[src/hw/hps_bus_pkg.sv]
// host bus definitions
package hps_bus_pkg;

	// port and register counts
	parameter int NUM_PS2_PORTS = 2;
	parameter int NUM_JOY       = 2;
	parameter int STATUS_WORDS  = 8;

	// kept host commands
	typedef enum logic [7:0] {
		op_cfg      = 8'h01,
		op_joy0     = 8'h02,
		op_joy1     = 8'h03,
		op_mouse    = 8'h04,
		op_kbd      = 8'h05,
		op_status   = 8'h1e,
		op_ps2_read = 8'h21,
		op_rumble   = 8'h3f
	} opcode_e;

	// first word of a command
	// rumble carries the joystick index in the upper byte
	typedef union packed {
		logic [15:0] opcode;
		struct packed {
			logic [7:0] index;
			logic [7:0] opcode;
		} indexed;
	} cmd_word_u;

	// one word as seen on the bus
	typedef struct packed {
		logic        strobe;
		logic [15:0] data;
	} host_word_s;

	// ps2 data word, marker of all ones means skip
	typedef union packed {
		logic [15:0] word;
		struct packed {
			logic [7:0] marker;
			logic [7:0] data;
		} fields;
	} ps2_byte_u;

endpackage

[src/hw/ps2_pkg.sv]
// ps2 link definitions
package ps2_pkg;

	// byte from the decoder into a port fifo
	typedef struct packed {
		logic       valid;
		logic [7:0] data;
	} ps2_wr_s;

	// byte received by a port, waiting for the host
	typedef struct packed {
		logic       has_data;
		logic [7:0] data;
	} ps2_rd_s;

	// compact keyboard event
	typedef struct packed {
		logic       toggle;
		logic       pressed;
		logic       extended;
		logic [7:0] code;
	} key_event_s;

	// one direction of a ps2 line pair
	typedef struct packed {
		logic clk;
		logic dat;
	} ps2_lines_s;

endpackage

[src/hw/hps_cmd_decoder.sv]
// host command decoder
`timescale 1ns/1ns

module hps_cmd_decoder #(
	parameter int FIFO_DEPTH = 8,
	parameter int PS2_DIV    = 4
) (
	input  logic                                           clk_sys,
	input  logic                                           rst,
	input  logic                                           enable,
	input  logic                                           strobe,
	input  logic [15:0]                                    din,
	input  logic [hps_bus_pkg::NUM_JOY-1:0][15:0]          rumble,
	input  logic [hps_bus_pkg::NUM_PS2_PORTS-1:0]          credit_return,
	input  ps2_pkg::ps2_rd_s                               reply,
	output logic [15:0]                                    dout,
	output logic [1:0]                                     buttons,
	output logic [hps_bus_pkg::NUM_JOY-1:0][31:0]          joystick,
	output logic [hps_bus_pkg::STATUS_WORDS*16-1:0]        status,
	output ps2_pkg::key_event_s                            ps2_key,
	output ps2_pkg::ps2_wr_s [hps_bus_pkg::NUM_PS2_PORTS-1:0] wr,
	output logic                                           sel_valid,
	output logic [$clog2(hps_bus_pkg::NUM_PS2_PORTS)-1:0]  sel_port
);

	localparam int cw = $clog2(FIFO_DEPTH + 1);
	localparam int pw = $clog2(hps_bus_pkg::NUM_PS2_PORTS);
	localparam int jw = $clog2(hps_bus_pkg::NUM_JOY);
	localparam bit ps2_on = (PS2_DIV != 0);
	localparam int kbd_port = 0;
	localparam int mouse_port = 1;

	hps_bus_pkg::host_word_s host;
	hps_bus_pkg::cmd_word_u  cmd_in;
	hps_bus_pkg::cmd_word_u  cmd;
	hps_bus_pkg::ps2_byte_u  ps2_in;

	logic [7:0]  word_cnt;
	logic        data_word;
	logic        ps2skip;
	logic        skip_word;
	logic        skip_now;
	logic        joy_idx;
	logic [31:0] key_raw;
	logic [15:0] rumble_q;
	logic        rumble_pend;
	logic        reply_pend;

	logic [hps_bus_pkg::NUM_PS2_PORTS-1:0]         port_req;
	logic [hps_bus_pkg::NUM_PS2_PORTS-1:0][cw-1:0] credit;

	ps2_pkg::key_event_s key_next;

	assign host.strobe = strobe;
	assign host.data   = din;
	assign cmd_in      = host.data;
	assign ps2_in      = host.data;

	assign data_word = enable && host.strobe && (word_cnt != 8'd0);
	assign skip_word = &ps2_in.fields.marker;
	assign skip_now  = ps2skip || skip_word;
	assign joy_idx   = (cmd.opcode == 16'(hps_bus_pkg::op_joy1));

	//////////////////////////////////////////////////////////////////////
	// ps2 writes under credit control
	//////////////////////////////////////////////////////////////////////

	assign port_req[kbd_port] = data_word && !skip_now &&
		(cmd.opcode == 16'(hps_bus_pkg::op_kbd));
	assign port_req[mouse_port] = data_word && !skip_now &&
		(cmd.opcode == 16'(hps_bus_pkg::op_mouse));

	always_comb begin
		for (int i = 0; i < hps_bus_pkg::NUM_PS2_PORTS; i++) begin
			// no credit, byte is dropped
			wr[i].valid = ps2_on && port_req[i] && (credit[i] != '0);
			wr[i].data  = ps2_in.fields.data;
		end
	end

	always_ff @(posedge clk_sys) begin
		if (rst) begin
			for (int i = 0; i < hps_bus_pkg::NUM_PS2_PORTS; i++) begin
				credit[i] <= cw'(FIFO_DEPTH);
			end
		end else begin
			for (int i = 0; i < hps_bus_pkg::NUM_PS2_PORTS; i++) begin
				credit[i] <= credit[i] - cw'(wr[i].valid) + cw'(credit_return[i]);
			end
		end
	end

	// readback select, word n reads port n-1
	assign sel_valid = ps2_on && data_word &&
		(cmd.opcode == 16'(hps_bus_pkg::op_ps2_read)) &&
		(word_cnt <= 8'(hps_bus_pkg::NUM_PS2_PORTS));
	assign sel_port = pw'(word_cnt - 8'd1);

	//////////////////////////////////////////////////////////////////////
	// keyboard event
	//////////////////////////////////////////////////////////////////////

	always_comb begin
		key_next.toggle   = ~ps2_key.toggle;
		key_next.pressed  = (key_raw[15:8] != 8'hf0);
		key_next.extended = key_next.pressed ? (key_raw[15:8] == 8'he0) :
			(key_raw[23:16] == 8'he0);
		key_next.code     = key_raw[7:0];
		case (key_raw)
			// print screen make
			32'he012e07c: begin
				key_next.pressed  = 1'b1;
				key_next.extended = 1'b1;
				key_next.code     = 8'h7c;
			end
			// print screen break
			32'h7ce0f012: begin
				key_next.pressed  = 1'b0;
				key_next.extended = 1'b1;
				key_next.code     = 8'h7c;
			end
			// pause, make only
			32'hf014f077: begin
				key_next.pressed  = 1'b1;
				key_next.extended = 1'b1;
				key_next.code     = 8'h77;
			end
			default: ;
		endcase
	end

	always_ff @(posedge clk_sys) begin
		if (enable && host.strobe) begin
			if (word_cnt == 8'd0) begin
				if (cmd_in.opcode == 16'(hps_bus_pkg::op_kbd)) key_raw <= '0;
			end else if (port_req[kbd_port]) begin
				key_raw <= {key_raw[23:0], ps2_in.fields.data};
			end
		end
	end

	// rumble selection stage
	always_ff @(posedge clk_sys) begin
		if (enable && host.strobe && (word_cnt == 8'd0)) begin
			if (cmd_in.indexed.index < 8'(hps_bus_pkg::NUM_JOY))
				rumble_q <= rumble[cmd_in.indexed.index[jw-1:0]];
			else
				rumble_q <= '0;
		end
	end

	//////////////////////////////////////////////////////////////////////
	// command sequencing and registers
	//////////////////////////////////////////////////////////////////////

	always_ff @(posedge clk_sys) begin
		if (rst) begin
			word_cnt    <= '0;
			cmd         <= '0;
			ps2skip     <= 1'b0;
			dout        <= '0;
			reply_pend  <= 1'b0;
			rumble_pend <= 1'b0;
			buttons     <= '0;
			joystick    <= '0;
			status      <= '0;
			ps2_key     <= '0;
		end else begin
			reply_pend  <= sel_valid;
			rumble_pend <= 1'b0;
			if (reply_pend) dout <= {7'd0, reply};
			if (rumble_pend) dout <= rumble_q;

			if (!enable) begin
				// end of command
				if ((cmd.opcode == 16'(hps_bus_pkg::op_kbd)) && !ps2skip)
					ps2_key <= key_next;
				word_cnt <= '0;
				cmd      <= '0;
				ps2skip  <= 1'b0;
			end else if (host.strobe) begin
				dout <= '0;
				if (word_cnt != 8'hff) word_cnt <= word_cnt + 8'd1;

				if (word_cnt == 8'd0) begin
					cmd <= cmd_in;
					if (cmd_in.indexed.opcode == hps_bus_pkg::op_rumble)
						rumble_pend <= 1'b1;
				end else begin
					case (cmd.opcode)
						16'(hps_bus_pkg::op_cfg): buttons <= host.data[1:0];
						16'(hps_bus_pkg::op_joy0),
						16'(hps_bus_pkg::op_joy1): begin
							if (word_cnt == 8'd1) joystick[joy_idx][15:0] <= host.data;
							if (word_cnt == 8'd2) joystick[joy_idx][31:16] <= host.data;
						end
						16'(hps_bus_pkg::op_status): begin
							if (word_cnt <= 8'(hps_bus_pkg::STATUS_WORDS))
								status[16*(word_cnt-8'd1) +: 16] <= host.data;
						end
						16'(hps_bus_pkg::op_kbd),
						16'(hps_bus_pkg::op_mouse): begin
							if (skip_word) ps2skip <= 1'b1;
						end
						default: ;
					endcase
				end
			end
		end
	end

endmodule

[src/hw/ps2_port.sv]
// emulated ps2 device
`timescale 1ns/1ns

module ps2_port #(
	parameter int FIFO_DEPTH = 8,
	parameter int PS2_DIV    = 4
) (
	input  logic                clk_sys,
	input  logic                rst,
	input  ps2_pkg::ps2_wr_s    wr,
	input  ps2_pkg::ps2_lines_s lines_in,
	input  logic                rd_ack,
	output ps2_pkg::ps2_lines_s lines_out,
	output logic                credit_return,
	output ps2_pkg::ps2_rd_s    rd
);

	localparam int div = (PS2_DIV < 1) ? 1 : PS2_DIV;
	localparam int dw  = (div > 1) ? $clog2(div) : 1;
	localparam int aw  = (FIFO_DEPTH > 1) ? $clog2(FIFO_DEPTH) : 1;
	localparam int cw  = $clog2(FIFO_DEPTH + 1);

	typedef enum logic [2:0] {
		rx_idle,
		rx_wait,
		rx_bits,
		rx_stop,
		rx_ack
	} rx_state_e;

	logic [dw-1:0] div_cnt;
	logic          ps2_clk;
	logic          tick;
	logic          ps2_rise;
	logic          ps2_fall;

	logic [7:0]    fifo [FIFO_DEPTH];
	logic [aw-1:0] wptr;
	logic [aw-1:0] rptr;
	logic [cw-1:0] count;

	logic          c1;
	logic          d1;
	logic          d2;
	logic [3:0]    tx_cnt;
	logic [7:0]    tx_shift;
	logic          tx_parity;
	logic [1:0]    gap;
	logic          tx_start;
	logic          rts;

	rx_state_e     rx_state;
	logic [3:0]    rx_cnt;
	logic [7:0]    rx_shift;
	logic          has_data;
	logic [7:0]    rd_data;

	assign rd = '{has_data: has_data, data: rd_data};

	//////////////////////////////////////////////////////////////////////
	// ps2 clock, period of 2*PS2_DIV system clocks
	//////////////////////////////////////////////////////////////////////

	assign tick     = (div_cnt == dw'(div - 1));
	assign ps2_rise = tick && !ps2_clk;
	assign ps2_fall = tick && ps2_clk;

	always_ff @(posedge clk_sys) begin
		if (rst) begin
			div_cnt <= '0;
			ps2_clk <= 1'b0;
		end else if (tick) begin
			div_cnt <= '0;
			ps2_clk <= ~ps2_clk;
		end else begin
			div_cnt <= div_cnt + 1'b1;
		end
	end

	// line sync, idle high
	always_ff @(posedge clk_sys) begin
		if (rst) begin
			c1 <= 1'b1;
			d1 <= 1'b1;
			d2 <= 1'b1;
		end else begin
			c1 <= lines_in.clk;
			d1 <= lines_in.dat;
			d2 <= d1;
		end
	end

	// start a frame only on idle high lines
	assign tx_start = ps2_rise && (tx_cnt == 4'd0) && (rx_state == rx_idle) &&
		(gap == 2'd0) && (count != '0) && c1 && d1;
	// request to send, data falls while clock high
	assign rts = (tx_cnt == 4'd0) && (rx_state == rx_idle) && c1 && d2 && !d1;

	//////////////////////////////////////////////////////////////////////
	// transmit fifo
	//////////////////////////////////////////////////////////////////////

	always_ff @(posedge clk_sys) begin
		if (wr.valid) fifo[wptr] <= wr.data;
	end

	always_ff @(posedge clk_sys) begin
		if (rst) begin
			wptr          <= '0;
			rptr          <= '0;
			count         <= '0;
			credit_return <= 1'b0;
		end else begin
			if (wr.valid) wptr <= (wptr == aw'(FIFO_DEPTH - 1)) ? '0 : wptr + 1'b1;
			if (tx_start) rptr <= (rptr == aw'(FIFO_DEPTH - 1)) ? '0 : rptr + 1'b1;
			count         <= count + cw'(wr.valid) - cw'(tx_start);
			credit_return <= tx_start;
		end
	end

	//////////////////////////////////////////////////////////////////////
	// frame control
	//////////////////////////////////////////////////////////////////////

	always_ff @(posedge clk_sys) begin
		if (rst) begin
			tx_cnt    <= '0;
			gap       <= '0;
			rx_state  <= rx_idle;
			rx_cnt    <= '0;
			has_data  <= 1'b0;
			lines_out <= '{clk: 1'b1, dat: 1'b1};
		end else begin
			if (rd_ack) has_data <= 1'b0;
			if (rts) begin
				rx_state      <= rx_wait;
				lines_out.dat <= 1'b1;
			end

			if (ps2_rise) begin
				lines_out.clk <= 1'b1;
				if (rx_state != rx_idle) begin
					case (rx_state)
						rx_wait: begin
							rx_state <= rx_bits;
							rx_cnt   <= '0;
						end
						rx_bits: begin
							// ninth edge carries parity, not checked
							if (rx_cnt < 4'd8) rx_cnt <= rx_cnt + 4'd1;
							else rx_state <= rx_stop;
						end
						rx_stop: begin
							if (d1) begin
								lines_out.dat <= 1'b0;
								rx_state      <= rx_ack;
							end
						end
						default: begin
							lines_out.dat <= 1'b1;
							has_data      <= 1'b1;
							rx_state      <= rx_idle;
						end
					endcase
				end else if (tx_cnt == 4'd0) begin
					if (gap != 2'd0) begin
						gap <= gap - 2'd1;
					end else if (tx_start) begin
						// start bit
						lines_out.dat <= 1'b0;
						tx_cnt        <= 4'd1;
					end
				end else begin
					if (tx_cnt <= 4'd8) lines_out.dat <= tx_shift[0];
					else if (tx_cnt == 4'd9) lines_out.dat <= tx_parity;
					else lines_out.dat <= 1'b1;
					if (tx_cnt == 4'd11) begin
						tx_cnt <= '0;
						gap    <= 2'd3;
					end else begin
						tx_cnt <= tx_cnt + 4'd1;
					end
				end
			end

			// clock pulses only while a frame is active
			if (ps2_fall) begin
				lines_out.clk <= !((tx_cnt != 4'd0) || (rx_state == rx_bits) ||
					(rx_state == rx_stop) || (rx_state == rx_ack));
			end
		end
	end

	// shift registers
	always_ff @(posedge clk_sys) begin
		if (tx_start) begin
			tx_shift  <= fifo[rptr];
			tx_parity <= ~^fifo[rptr];
		end else if (ps2_rise && (tx_cnt >= 4'd1) && (tx_cnt <= 4'd8)) begin
			tx_shift <= tx_shift >> 1;
		end
		if (ps2_rise && (rx_state == rx_bits) && (rx_cnt < 4'd8))
			rx_shift <= {d1, rx_shift[7:1]};
		if (ps2_rise && (rx_state == rx_ack)) rd_data <= rx_shift;
	end

endmodule

[src/hw/ps2_reply_mux.sv]
// ps2 readback selector
`timescale 1ns/1ns

module ps2_reply_mux (
	input  logic                                             clk_sys,
	input  logic                                             rst,
	input  ps2_pkg::ps2_rd_s [hps_bus_pkg::NUM_PS2_PORTS-1:0] rd,
	input  logic                                             sel_valid,
	input  logic [$clog2(hps_bus_pkg::NUM_PS2_PORTS)-1:0]    sel_port,
	output ps2_pkg::ps2_rd_s                                 reply,
	output logic [hps_bus_pkg::NUM_PS2_PORTS-1:0]            rd_ack
);

	ps2_pkg::ps2_rd_s                      selected;
	logic [hps_bus_pkg::NUM_PS2_PORTS-1:0] ack_next;

	assign selected = rd[sel_port];

	// acknowledge only a byte that is really there
	always_comb begin
		ack_next = '0;
		for (int i = 0; i < hps_bus_pkg::NUM_PS2_PORTS; i++) begin
			if (sel_valid && (sel_port == i) && rd[i].has_data) ack_next[i] = 1'b1;
		end
	end

	always_ff @(posedge clk_sys) begin
		if (rst) begin
			reply  <= '0;
			rd_ack <= '0;
		end else begin
			rd_ack <= ack_next;
			if (sel_valid) reply <= selected;
		end
	end

endmodule

[src/hw/hps_io_top.sv]
// host io bridge top
`timescale 1ns/1ns

module hps_io_top #(
	parameter int FIFO_DEPTH = 8,
	parameter int PS2_DIV    = 4
) (
	input  logic                                    clk_sys,
	input  logic                                    rst,
	input  logic                                    enable,
	input  logic                                    strobe,
	input  logic [15:0]                             din,
	input  logic [hps_bus_pkg::NUM_JOY-1:0][15:0]   rumble,
	input  ps2_pkg::ps2_lines_s                     kbd_in,
	input  ps2_pkg::ps2_lines_s                     mouse_in,
	output logic [15:0]                             dout,
	output logic [1:0]                              buttons,
	output logic [hps_bus_pkg::NUM_JOY-1:0][31:0]   joystick,
	output logic [hps_bus_pkg::STATUS_WORDS*16-1:0] status,
	output ps2_pkg::key_event_s                     ps2_key,
	output ps2_pkg::ps2_lines_s                     kbd_out,
	output ps2_pkg::ps2_lines_s                     mouse_out
);

	localparam int np = hps_bus_pkg::NUM_PS2_PORTS;

	ps2_pkg::ps2_wr_s    [np-1:0]    wr;
	ps2_pkg::ps2_rd_s    [np-1:0]    rd;
	ps2_pkg::ps2_lines_s [np-1:0]    lines_in;
	ps2_pkg::ps2_lines_s [np-1:0]    lines_out;
	logic                [np-1:0]    credit_return;
	logic                [np-1:0]    rd_ack;
	ps2_pkg::ps2_rd_s                reply;
	logic                            sel_valid;
	logic [$clog2(np)-1:0]           sel_port;

	// port 0 is the keyboard, port 1 the mouse
	assign lines_in[0] = kbd_in;
	assign lines_in[1] = mouse_in;
	assign kbd_out     = lines_out[0];
	assign mouse_out   = lines_out[1];

	hps_cmd_decoder #(
		.FIFO_DEPTH(FIFO_DEPTH),
		.PS2_DIV   (PS2_DIV)
	) u_decoder (
		.clk_sys      (clk_sys),
		.rst          (rst),
		.enable       (enable),
		.strobe       (strobe),
		.din          (din),
		.rumble       (rumble),
		.credit_return(credit_return),
		.reply        (reply),
		.dout         (dout),
		.buttons      (buttons),
		.joystick     (joystick),
		.status       (status),
		.ps2_key      (ps2_key),
		.wr           (wr),
		.sel_valid    (sel_valid),
		.sel_port     (sel_port)
	);

	for (genvar i = 0; i < np; i++) begin : g_port
		ps2_port #(
			.FIFO_DEPTH(FIFO_DEPTH),
			.PS2_DIV   (PS2_DIV)
		) u_port (
			.clk_sys      (clk_sys),
			.rst          (rst),
			.wr           (wr[i]),
			.lines_in     (lines_in[i]),
			.rd_ack       (rd_ack[i]),
			.lines_out    (lines_out[i]),
			.credit_return(credit_return[i]),
			.rd           (rd[i])
		);
	end

	ps2_reply_mux u_reply_mux (
		.clk_sys  (clk_sys),
		.rst      (rst),
		.rd       (rd),
		.sel_valid(sel_valid),
		.sel_port (sel_port),
		.reply    (reply),
		.rd_ack   (rd_ack)
	);

endmodule

[config.mk]
export PLATFORM = sky130hd
export DESIGN_NAME = hps_io_top
export DESIGN_NICKNAME = d
export VERILOG_FILES = /design/src/hw/hps_bus_pkg.sv /design/src/hw/ps2_pkg.sv /design/src/hw/hps_cmd_decoder.sv /design/src/hw/ps2_port.sv /design/src/hw/ps2_reply_mux.sv /design/src/hw/hps_io_top.sv
export SDC_FILE = /design/constraint.sdc
export NUM_CORES = 1
export LEC_CHECK = 0
export BUFFER_PORTS_ARGS = -buffer_cell sky130_fd_sc_hd__buf_2
export CORE_AREA = 2 2 217 219
export DETAILED_ROUTE_END_ITERATION = 6
export DIE_AREA = 0 0 219 221
export PLACE_DENSITY = 0.76
export SETUP_SLACK_MARGIN = 0.15
export SYNTH_ARGS = -nofsm -noshare
export SYNTH_HDL_FRONTEND = slang
export SYNTH_SLANG_ARGS = --single-unit
[constraint.sdc]
create_clock -name clk_sys -period 4.9 [get_ports clk_sys]
set_input_delay 0.49 -clock clk_sys [delete_from_list [all_inputs] [get_ports clk_sys]]
set_output_delay 0.49 -clock clk_sys [all_outputs]
set_load 0.02 [all_outputs]
# After elaboration in Yosys (flattened, before gate mapping)
# Memory sizes are Yosys's and may differ from the RTL's. A register that Yosys moved wholly into a read port is not among the register bits.
# Index checks and enable logic that the tools add are counted.
# W data, S select, Z words.
[totals] ff_bits=431 ram_bits=128 in_bits=56 memories=2
[memory_table] name="g_port[0].u_port.fifo" words=8 width=8 rd=1 rd_clocked_by_memory_dff=1 wr=1 line="ps2_port.sv:37" rtl="logic [7:0] fifo [FIFO_DEPTH];"
[memory_table] name="g_port[1].u_port.fifo" words=8 width=8 rd=1 rd_clocked_by_memory_dff=1 wr=1 line="ps2_port.sv:37"
[op_classes] add_sub_neg=24 magnitude_cmp=13 eq_ne=45 n_shift=2 mux=106 n_bitwise=9 n_reduce_logical=119
[op_table] cell="$mux W64" count=7
[op_table] cell="$bwmux W128" count=1
[op_table] cell="$bwmux W64" count=2
[op_table] cell="$mux W32" count=4
[op_table] cell="$shift A16 B34 Y128 const A" count=1
[op_table] cell="$shiftx A16 B34 Y128" count=1
[op_table] cell="$mux W16" count=7
[op_table] cell="$demux W32 S1" count=2
[op_table] cell="$eq A32 B32 Y1 const B" count=2
[op_table] cell="$mux W3" count=18
[op_table] cell="$logic_and A1 B1 Y1" count=50
[op_table] cell="$eq A16 B3 Y1 const B" count=3
[op_table] cell="$mux W4" count=10
[op_table] cell="$mux W1" count=34
[op_table] cell="$neg A32 Y34" count=1
[op_table] cell="$eq A16 B2 Y1 const B" count=2
[op_table] cell="$eq A32 B31 Y1 const B" count=1
[op_table] cell="$mux W8" count=4
[op_table] cell="$reduce_and A4 Y1" count=8
[op_table] cell="$pmux W10 S3" count=1
[op_table] cell="$reduce_bool A4 Y1" count=6
[op_table] cell="$reduce_bool A2 Y1" count=11
[op_table] cell="$eq A3 B3 Y1 const B" count=6
[op_table] cell="$mux W9" count=2
[op_table] cell="53 further kinds" count=134

# Logic depth before layout (Yosys ltp)
# Gate-level depths: netlist of run 1.
[depth] depth_word=14 depth_mapped=18 mapped_depth_nobuf=14

# Hierarchy
# Synthesis of run 1 repeated with hierarchy kept, for this count alone.
[hier_totals] hier_cells=2138 area_unflattened_um2=24090.6
[by_module_without_submodules] mod="hps_cmd_decoder" instances=1 cells_each=1325 area_per_inst_um2=12784.8 seq_area_each_um2=6566.3
[by_module_without_submodules] mod="ps2_port (g_port[0].u_port)" instances=1 cells_each=385 area_per_inst_um2=5417.7 seq_area_each_um2=3393.3
[by_module_without_submodules] mod="ps2_port (g_port[1].u_port)" instances=1 cells_each=382 area_per_inst_um2=5412.7 seq_area_each_um2=3393.3
[by_module_without_submodules] mod="ps2_reply_mux" instances=1 cells_each=46 area_per_inst_um2=475.5 seq_area_each_um2=220.2

# Least setup slack after synthesis of run 1
# No wires, ideal clock.
[synth_timing] path_type="flip-flop to flip-flop" start="reg u_decoder.word_cnt[6]" end="reg u_decoder.key_raw[0], enable pin" setup_time_ns=0.470 arrival_time_ns=4.719 t_required_ns=4.430 setup_slack_ns=-0.288 path_stages_with_launch=7 n_path_buf=1 cell_sequence="dfxtp_1 > buf_6 > or4_4 > nor4b_4 > nand2_1 > or4_1 > o31ai_1"
[synth_via] elab_chain_cells=6 elab_cells_between_ends=8 classes_between="eq/ne: 1; reduce/logical: 7"
[synth_lines] item="start: declaration" line="hps_cmd_decoder.sv:38" rtl="logic [7:0] word_cnt;"
[synth_lines] item="start signal: assignment" line="hps_cmd_decoder.sv:183" rtl="if (word_cnt != 8'hff) word_cnt <= word_cnt + 8'd1;"
[synth_lines] item="$reduce_bool A8 Y1" line="hps_cmd_decoder.sv:59" rtl="assign data_word = enable && host.strobe && (word_cnt != 8'd0);"
[synth_lines] item="$logic_and A1 B1 Y1" line="hps_cmd_decoder.sv:59"
[synth_lines] item="$logic_and A1 B1 Y1 (2 in a row)" line="hps_cmd_decoder.sv:68" rtl="assign port_req[kbd_port] = data_word && !skip_now &&"
[synth_lines] item="$reduce_bool A2 Y1 (no source line)"
[synth_lines] item="$reduce_and A3 Y1 (no source line) *"
[synth_lines] item="end signal: assignment" line="hps_cmd_decoder.sv:137" rtl="key_raw <= {key_raw[23:0], ps2_in.fields.data};"
[synth_lines] item="end: declaration" line="hps_cmd_decoder.sv:44" rtl="logic [31:0] key_raw;"
# Mark *: on every way between the ends. The rest lies on a longest branch, timed or not.
# A chain may end at the register's enable or synchronous reset.

# Worst setup path after layout of run 1
[layout_timing] start="reg u_decoder.word_cnt[1]" end="reg u_decoder.status[43] (netlist bit)"
[layout_via] elab_chain_cells=4 elab_cells_between_ends=9 classes_between="add/sub: 2; order compare: 1; shift: 2; mux: 1; bitwise: 1; reduce/logical: 2"
[layout_lines] item="$sub A8 B1 Y9" line="hps_cmd_decoder.sv:199" rtl="status[16*(word_cnt-8'd1) +: 16] <= host.data;"
[layout_lines] item="$neg A32 Y34" line="hps_cmd_decoder.sv:199"
[layout_lines] item="$shiftx A16 B34 Y128 / $shift A16 B34 Y128 (equally long branches)" line="hps_cmd_decoder.sv:199"
[layout_lines] item="$bwmux W128" line="hps_cmd_decoder.sv:199"
[layout_lines] item="end signal: indexed assignment" line="hps_cmd_decoder.sv:199"
[layout_lines] item="end: declaration" line="hps_cmd_decoder.sv:19" rtl="output logic [hps_bus_pkg::STATUS_WORDS*16-1:0] status,"
# Parallel ways exist; a longest one is shown, timed or not.

==> results of run 1 <==
==> where the power goes <==
group,total [µW],switching (µW),internal [µW]
logic,367,243,124
registers,4920,19.4,4900
clock network,4610,1900,2710
total,9890,2160,7730
==> worst reg2reg max path, cell delays in order, from the launching register on <==
cell	delay (ns)
dfxtp_1	0.52
inv_1	0.15
ha_1	0.42
nor4bb_1	0.30
and2_1	0.26
nand2_1	0.09
or3_1	0.35
inv_1	0.07
ha_1	0.23
nor4b_1	0.28
nand2_1	0.09
or4b_4	0.50
mux2i_4	0.33
buf_4	0.25
nand4_4	0.12
buf_12	0.22
mux2i_1	0.13
==> what timing repair did <==
item,CTS,global route
endpoints found under the setup margin,0,128
endpoints found under the hold margin,0,0
resized for setup,0,3
setup buffers,0,7
==> layer usage <==
metal  vias to the layer above  share of wire
li1                       8112              -
met1                      8370           0.43
met2                       529           0.48
met3                       110          0.059
met4                         0          0.028
met5                         -              0
==> state kept, by name, summed over array words and instances, names as in the netlist, 32 cells and up, named ones only <==
| register | cells |
|---|---|
| g_port.u_port.fifo | 128 |
| u_decoder.key_raw | 32 |
| u_decoder.joystick | 64 |
| u_decoder.status | 128 |
==> cell type report <==
cell class              count  area (µm²)  share of cell area
multi-input cells        1412        9787              0.3481
clock inverters            41       550.5             0.01958
well taps                 607       759.5             0.02701
diodes                      1       2.502          0.00008901
inverters                  57       214.0            0.007610
repair buffers            322        1800             0.06404
flip-flops and latches    565       13570              0.4828
clock buffers              63        1428             0.05078
==> logic make-up after synthesis <==
kind of cell             Yosys count  share of synthesized area
AO/OA/AOI/OAI                    256                    0.06550
XOR/XNOR                          36                    0.01306
adder cells (fa/ha/maj)           56                    0.03026
buffers and inverters            195                    0.03467
flip-flops                       565                     0.5621
multiplexers                     227                     0.1112
AND/OR/NAND/NOR                  837                     0.1832
==> synthesized netlist by cell type (3+ instances only) <==
cell type,number,area share
buf_2,3,0.00062
a311oi_1,11,0.0040
a41oi_1,6,0.0022
nor4bb_1,3,0.0012
nor4_1,16,0.0041
or4_1,5,0.0016
a21oi_1,143,0.030
a211oi_1,18,0.0056
nor3_1,39,0.0081
a31oi_1,5,0.0013
nand3_1,22,0.0046
nor4b_1,7,0.0025
a311o_1,3,0.0012
buf_1,12,0.0019
nand4_1,21,0.0054
a211o_1,3,0.0011
nand2_1,225,0.035
o21ai_0,29,0.0060
nor3b_1,9,0.0028
mux4_2,32,0.030
nand4_4,7,0.0062
clkbuf_1,108,0.017
fa_1,4,0.0033
mux2i_1,194,0.080
inv_1,55,0.0086
nand4b_1,3,0.0011
a22oi_1,6,0.0019
xnor2_1,28,0.010
and3_1,6,0.0016
a21o_1,4,0.0012
xor2_1,8,0.0029
or3_1,13,0.0034
or2_2,24,0.0062
nand3b_1,20,0.0062
nor2_1,177,0.028
and2_1,4,0.0010
nand2b_1,170,0.044
nor2b_1,51,0.013
dfxtp_1,339,0.28
edfxtp_1,226,0.28
buf_6,10,0.0047
a32oi_1,3,0.0011
o31ai_1,3,0.00093
nor4_2,4,0.0021
ha_1,52,0.027
==> through the flow <==
step                hold slack, ns  cell area, µm²  instances  total power (µW)
CTS                        0.02782           27970       3060              9941
finish                     0.05867           28110       3068              9890
global route               0.03431           28110       3068             10160
detailed placement          0.4083           25990       2956              5382
global placement            0.4036           25990       2956              5371
floorplan                   0.4003           24150       2172              5255
==> final timing paths <==
path	startpoint	end	slack, ns
worst min register to register	g_port[1].u_port.rx_shift[0]	g_port[1].u_port.rd_data[0]	0.44
worst max register to register	u_decoder.word_cnt[1]	u_decoder.status[43]	0.45
worst max-delay path	u_decoder.word_cnt[1]	u_decoder.status[43]	0.45
worst min-delay path	kbd_in[0]	g_port[0].u_port.d1	0.06
==> flow_metrics.py, run 1 <==
metrics = {
    "timing": {
        "finalSetupViolCount": 0,
        "fin_skew_ns": 0.01696,
        "max_clock_freq_ghz": 0.2248,
        "post-route-period-util": 0.9077,
        "worstMarginPinSlew_ns": 1.182,
        "setup_slack_ns": 0.4524,
        "fin_crit_ns": 4.448,
        "slew_headroom": 0.2092,
        "hold_viol_final": 0,
        "finalMaxSlewViolations": 0,
        "setup_tns_ns": 0,
        "rsz0062_at_grt": "no",
    },
    "detailed_routing": {
        "drtIter0Drc": 1368,
        "ant_nets": 0,
        "drc_errors": 0,
        "firstDrtPassIters": 5,
        "vias": 17121,
        "viasPerCell": 5.581,
        "wl_um": 59730,
        "wire_per_inst_um": 19.47,
    },
    "die": {
        "num_rows": 79,
        "initial_core_util": 0.5242,
        "pin_count": 281,
        "die_x_um": 219,
        "core-area_um2": 46060,
        "dieHeight_um": 221,
        "die_area_um2": 48400,
    },
    "worst_setup_path": {
        "crit_buf_inv": 4,
        "crit_path_end_kind": "flop",
        "crit_slowest_cell": "dfxtp_1",
        "rr_worst_depth": 16,
        "crit_chain": "inv_1 -> ha_1 -> nor4bb_1 -> and2_1 -> nand2_1 -> or3_1 -> inv_1 -> ha_1 -> nor4b_1 -> nand2_1 -> or4b_4 -> mux2i_4 -> buf_4 -> nand4_4 -> buf_12 -> mux2i_1",
        "critPathRequiredTime_ns": 5.38,
        "cp_max_fo": 16,
        "critical_path_class": "flop to flop",
        "cp_top_family": "simple AND/OR/NAND/NOR gates",
        "slowest_delay_ns": 0.52,
        "critPathLaunchType": "flop",
        "cp.depth": 16,
        "critPathArrivalTime_ns": 4.93,
    },
    "min_path": {
        "hold_path_depth": 2,
        "min_path_type": "input pin to flop",
    },
    "final_layout": {
        "final_cell_mix": "dfxtp_1 (339), buf_2 (279), edfxtp_1 (226)",
        "fin_util": 0.6104,
        "layout-drive-gt1-share": 0.2049,
        "n_fill_cell": 3679,
        "mostFrequentLayoutCell": "dfxtp_1",
        "syn_to_final_growth_pct": 16.44,
        "final_net_count": 2525,
    },
    "clock_network": {
        "clock_sinks": 565,
        "cts_root_buf": "clkbuf_16",
        "cts_max_path_buffers": 3,
        "path_clk_slew_ns": 0.06,
        "clock_latency_ns": 0.62,
        "cts-buffers-inserted": 55,
        "cts_hold_buf": 0,
        "cts_tree": "done",
        "h-tree-depth": 2,
    },
    "synthesis": {
        "synth-edff-count": 226,
        "synthesis.area_um2": 24150,
        "synth-seq-cells": 565,
        "synthDistinctLibCells": 78,
        "yosysWarningCount": 0,
        "synth_cells": 2172,
        "syn_area_per_cell_um2": 11.12,
        "synthFlopType": "dfxtp_1",
        "async_reset_ff_frac": 0,
        "synthesis.nets": 2284,
        "ys_seq_area_frac": 0.5621,
    },
    "grt": {
        "track_usage": 0.2452,
        "grt-ovfl-total": 0,
        "met3_usage": 0.04646,
        "grt_pass1_wl_um": 94250,
        "grt_pass1_vias": 17045,
        "antenna_found_initial": 1,
        "grtUsageMet2": 0.4040,
        "grtUsageMet1": 0.3269,
        "top_usage_layer": "met2",
        "grt_max_degree": 210,
    },
    "job": {
        "maxCapViolations": 0,
    },
    "placement": {
        "gp_congestion": 0.8777,
        "dpl.hpwl_um": 40140,
        "io_buffer_count": 280,
        "dpl_worst_slack_ns": 0.1828,
    },
    "power": {
        "power_density_nw_per_um2": 351.8,
        "vdd_drop_max_v": 0.0002697,
        "leakagePower_uw": 0.01121,
    },
    "outcome": {
        "status": "finished, final reports clean",
    },
}
Power figures use the tool's default switching activity.
==> inputs of run 2 (changes only) <==
Settings changed: RECOVER_POWER set to 100.
==> flow_metrics.py, run 2 (synthesis results as in run 1) <==
metrics = {
    "final_layout": {
        "fin_util": 0.5994,
        "n_fill_cell": 3864,
        "top_regs": "g_port.u_port.fifo: 128 flops, u_decoder.status: 128 flops, u_decoder.joystick: 64 flops",
        "multi_input_area_um2": 9709,
        "syn_to_final_growth_pct": 14.34,
        "final_cell_mix": "dfxtp_1 (339), clkbuf_1 (258), edfxtp_1 (226)",
        "fin_area_um2": 27610,
        "mostFrequentLayoutCell": "dfxtp_1",
        "final_cells": 3069,
        "final_net_count": 2525,
        "seq_area_um2": 13570,
        "layout-drive-gt1-share": 0.09797,
    },
    "worst_setup_path": {
        "critPathArrivalTime_ns": 4.98,
        "crit_path_end_kind": "flop",
        "cp_max_fo": 16,
        "critPathRequiredTime_ns": 5.37,
        "critPathLaunchType": "flop",
        "critical_path_class": "flop to flop",
    },
    "timing": {
        "rsz0062_at_grt": "no",
        "max_clock_freq_ghz": 0.2218,
        "finalSetupViolCount": 0,
        "setup_tns_ns": 0,
        "fin_skew_ns": 0.02037,
        "post-route-period-util": 0.9200,
        "fin_crit_ns": 4.508,
        "slew_headroom": -0.6930,
        "hold_viol_final": 0,
        "finalMaxSlewViolations": 252,
        "worstMarginPinSlew_ns": 2.540,
    },
    "clock_network": {
        "h-tree-depth": 2,
        "clock_sinks": 565,
        "cts_tree": "done",
        "cts_max_path_buffers": 3,
        "path_clk_slew_ns": 0.06,
        "cts_hold_buf": 0,
        "cts-buffers-inserted": 55,
        "clock_latency_ns": 0.62,
        "cts_root_buf": "clkbuf_16",
    },
    "grt": {
        "grt_pass1_wl_um": 94250,
        "antenna_found_initial": 1,
        "track_usage": 0.2452,
        "grt_max_degree": 210,
        "grt-ovfl-total": 0,
        "grt_pass1_vias": 17045,
    },
    "job": {
        "maxCapViolations": 6,
    },
    "outcome": {
        "status": "finished with violations",
        "violations": "max-capacitance violations, max-slew violations",
    },
    "die": {
        "num_rows": 79,
        "dieHeight_um": 221,
        "die_area_um2": 48400,
        "pin_count": 281,
        "core-area_um2": 46060,
        "die_x_um": 219,
        "initial_core_util": 0.5242,
    },
    "power": {
        "p_sw_uw": 2162,
        "total_power_uw": 9887,
        "comb_power_share": 0.036,
        "p_seq_frac": 0.498,
        "vdd_drop_max_v": 0.0002694,
        "p_sw_frac": 0.2187,
        "clockPowerShare": 0.466,
        "p_int_uw": 7725,
        "leakagePower_uw": 0.01008,
        "power_density_nw_per_um2": 358.1,
    },
    "detailed_routing": {
        "firstDrtPassIters": 5,
        "drtIter0Drc": 1263,
        "ant_nets": 0,
        "wl_um": 59790,
        "drc_errors": 0,
        "vias": 17195,
        "wire_per_inst_um": 19.48,
        "viasPerCell": 5.603,
    },
    "min_path": {
        "min_path_type": "input pin to flop",
    },
    "placement": {
        "gp_congestion": 0.8777,
        "dpl.hpwl_um": 40140,
        "dp.cells": 2956,
        "io_buffer_count": 280,
        "placed_cell_area_um2": 25990,
    },
}
run 2: critical path, stage by stage (launching register included):
cell      delay [ns]
dfxtp_1         0.52
inv_1           0.15
ha_1            0.42
nor4bb_1        0.30
and2_1          0.26
nand2_1         0.09
or3_1           0.35
inv_1           0.07
ha_1            0.23
nor4b_1         0.28
nand2_1         0.08
or4b_1          0.52
mux2i_4         0.33
buf_4           0.22
nand4_1         0.10
buf_4           0.27
mux2i_1         0.16
run 2: worst paths after layout:
path / start / endpoint / slack (ns) / cells past startpoint
worst max-delay path: u_decoder.word_cnt[1] / u_decoder.status[74] / 0.39 / 16
worst min-delay path: kbd_in[1] / g_port[0].u_port.c1 / 0.06 / 2
worst max register to register: u_decoder.word_cnt[1] / u_decoder.status[74] / 0.39 / 16
worst min register to register: g_port[1].u_port.rx_shift[0] / g_port[1].u_port.rd_data[0] / 0.44 / 0
run 2: through the flow:
step | worst slack, ns | hold WS (ns)
final | 0.3922 | 0.06054
after global routing | 0.1144 | 0.03431
after CTS | 0.1792 | 0.02782
after detailed placement | 0.1828 | 0.4083
after global placement | 0.3559 | 0.4036
after floorplan | 0.3883 | 0.4003
run 2: repair_timing:
| item | in CTS | in global routing |
|---|---|---|
| endpoints found under the setup margin | 0 | 128 |
| hold endpoints to repair | 0 | 0 |
| setup buffers | 0 | 7 |
| resized for setup | 0 | 3 |
run 2: cell type report:
class                   count  area share
flip-flops and latches    565      0.4916
clock inverters            41     0.01994
inverters                  57    0.007750
repair buffers            322     0.04958
diodes                      2   0.0001813
well taps                 607     0.02751
clock buffers              63     0.05171
multi-input cells        1412      0.3517
run 2: per-layer routing:
metal	GRT usage	share of wire
met5	0	0
met4	0.07803	0.028
met3	0.04646	0.064
met2	0.4040	0.48
met1	0.3269	0.43
run 2: power by group through the flow:
| stage | sequential, µW | clock (µW) | combinational [µW] |
|---|---|---|---|
| after floorplan | 5020 | 0 | 238 |
| after global placement | 5020 | 0 | 351 |
| after detailed placement | 5020 | 0 | 360 |
| after CTS | 4920 | 4660 | 362 |
| after global routing | 4920 | 4840 | 393 |
| final | 4920 | 4610 | 359 |
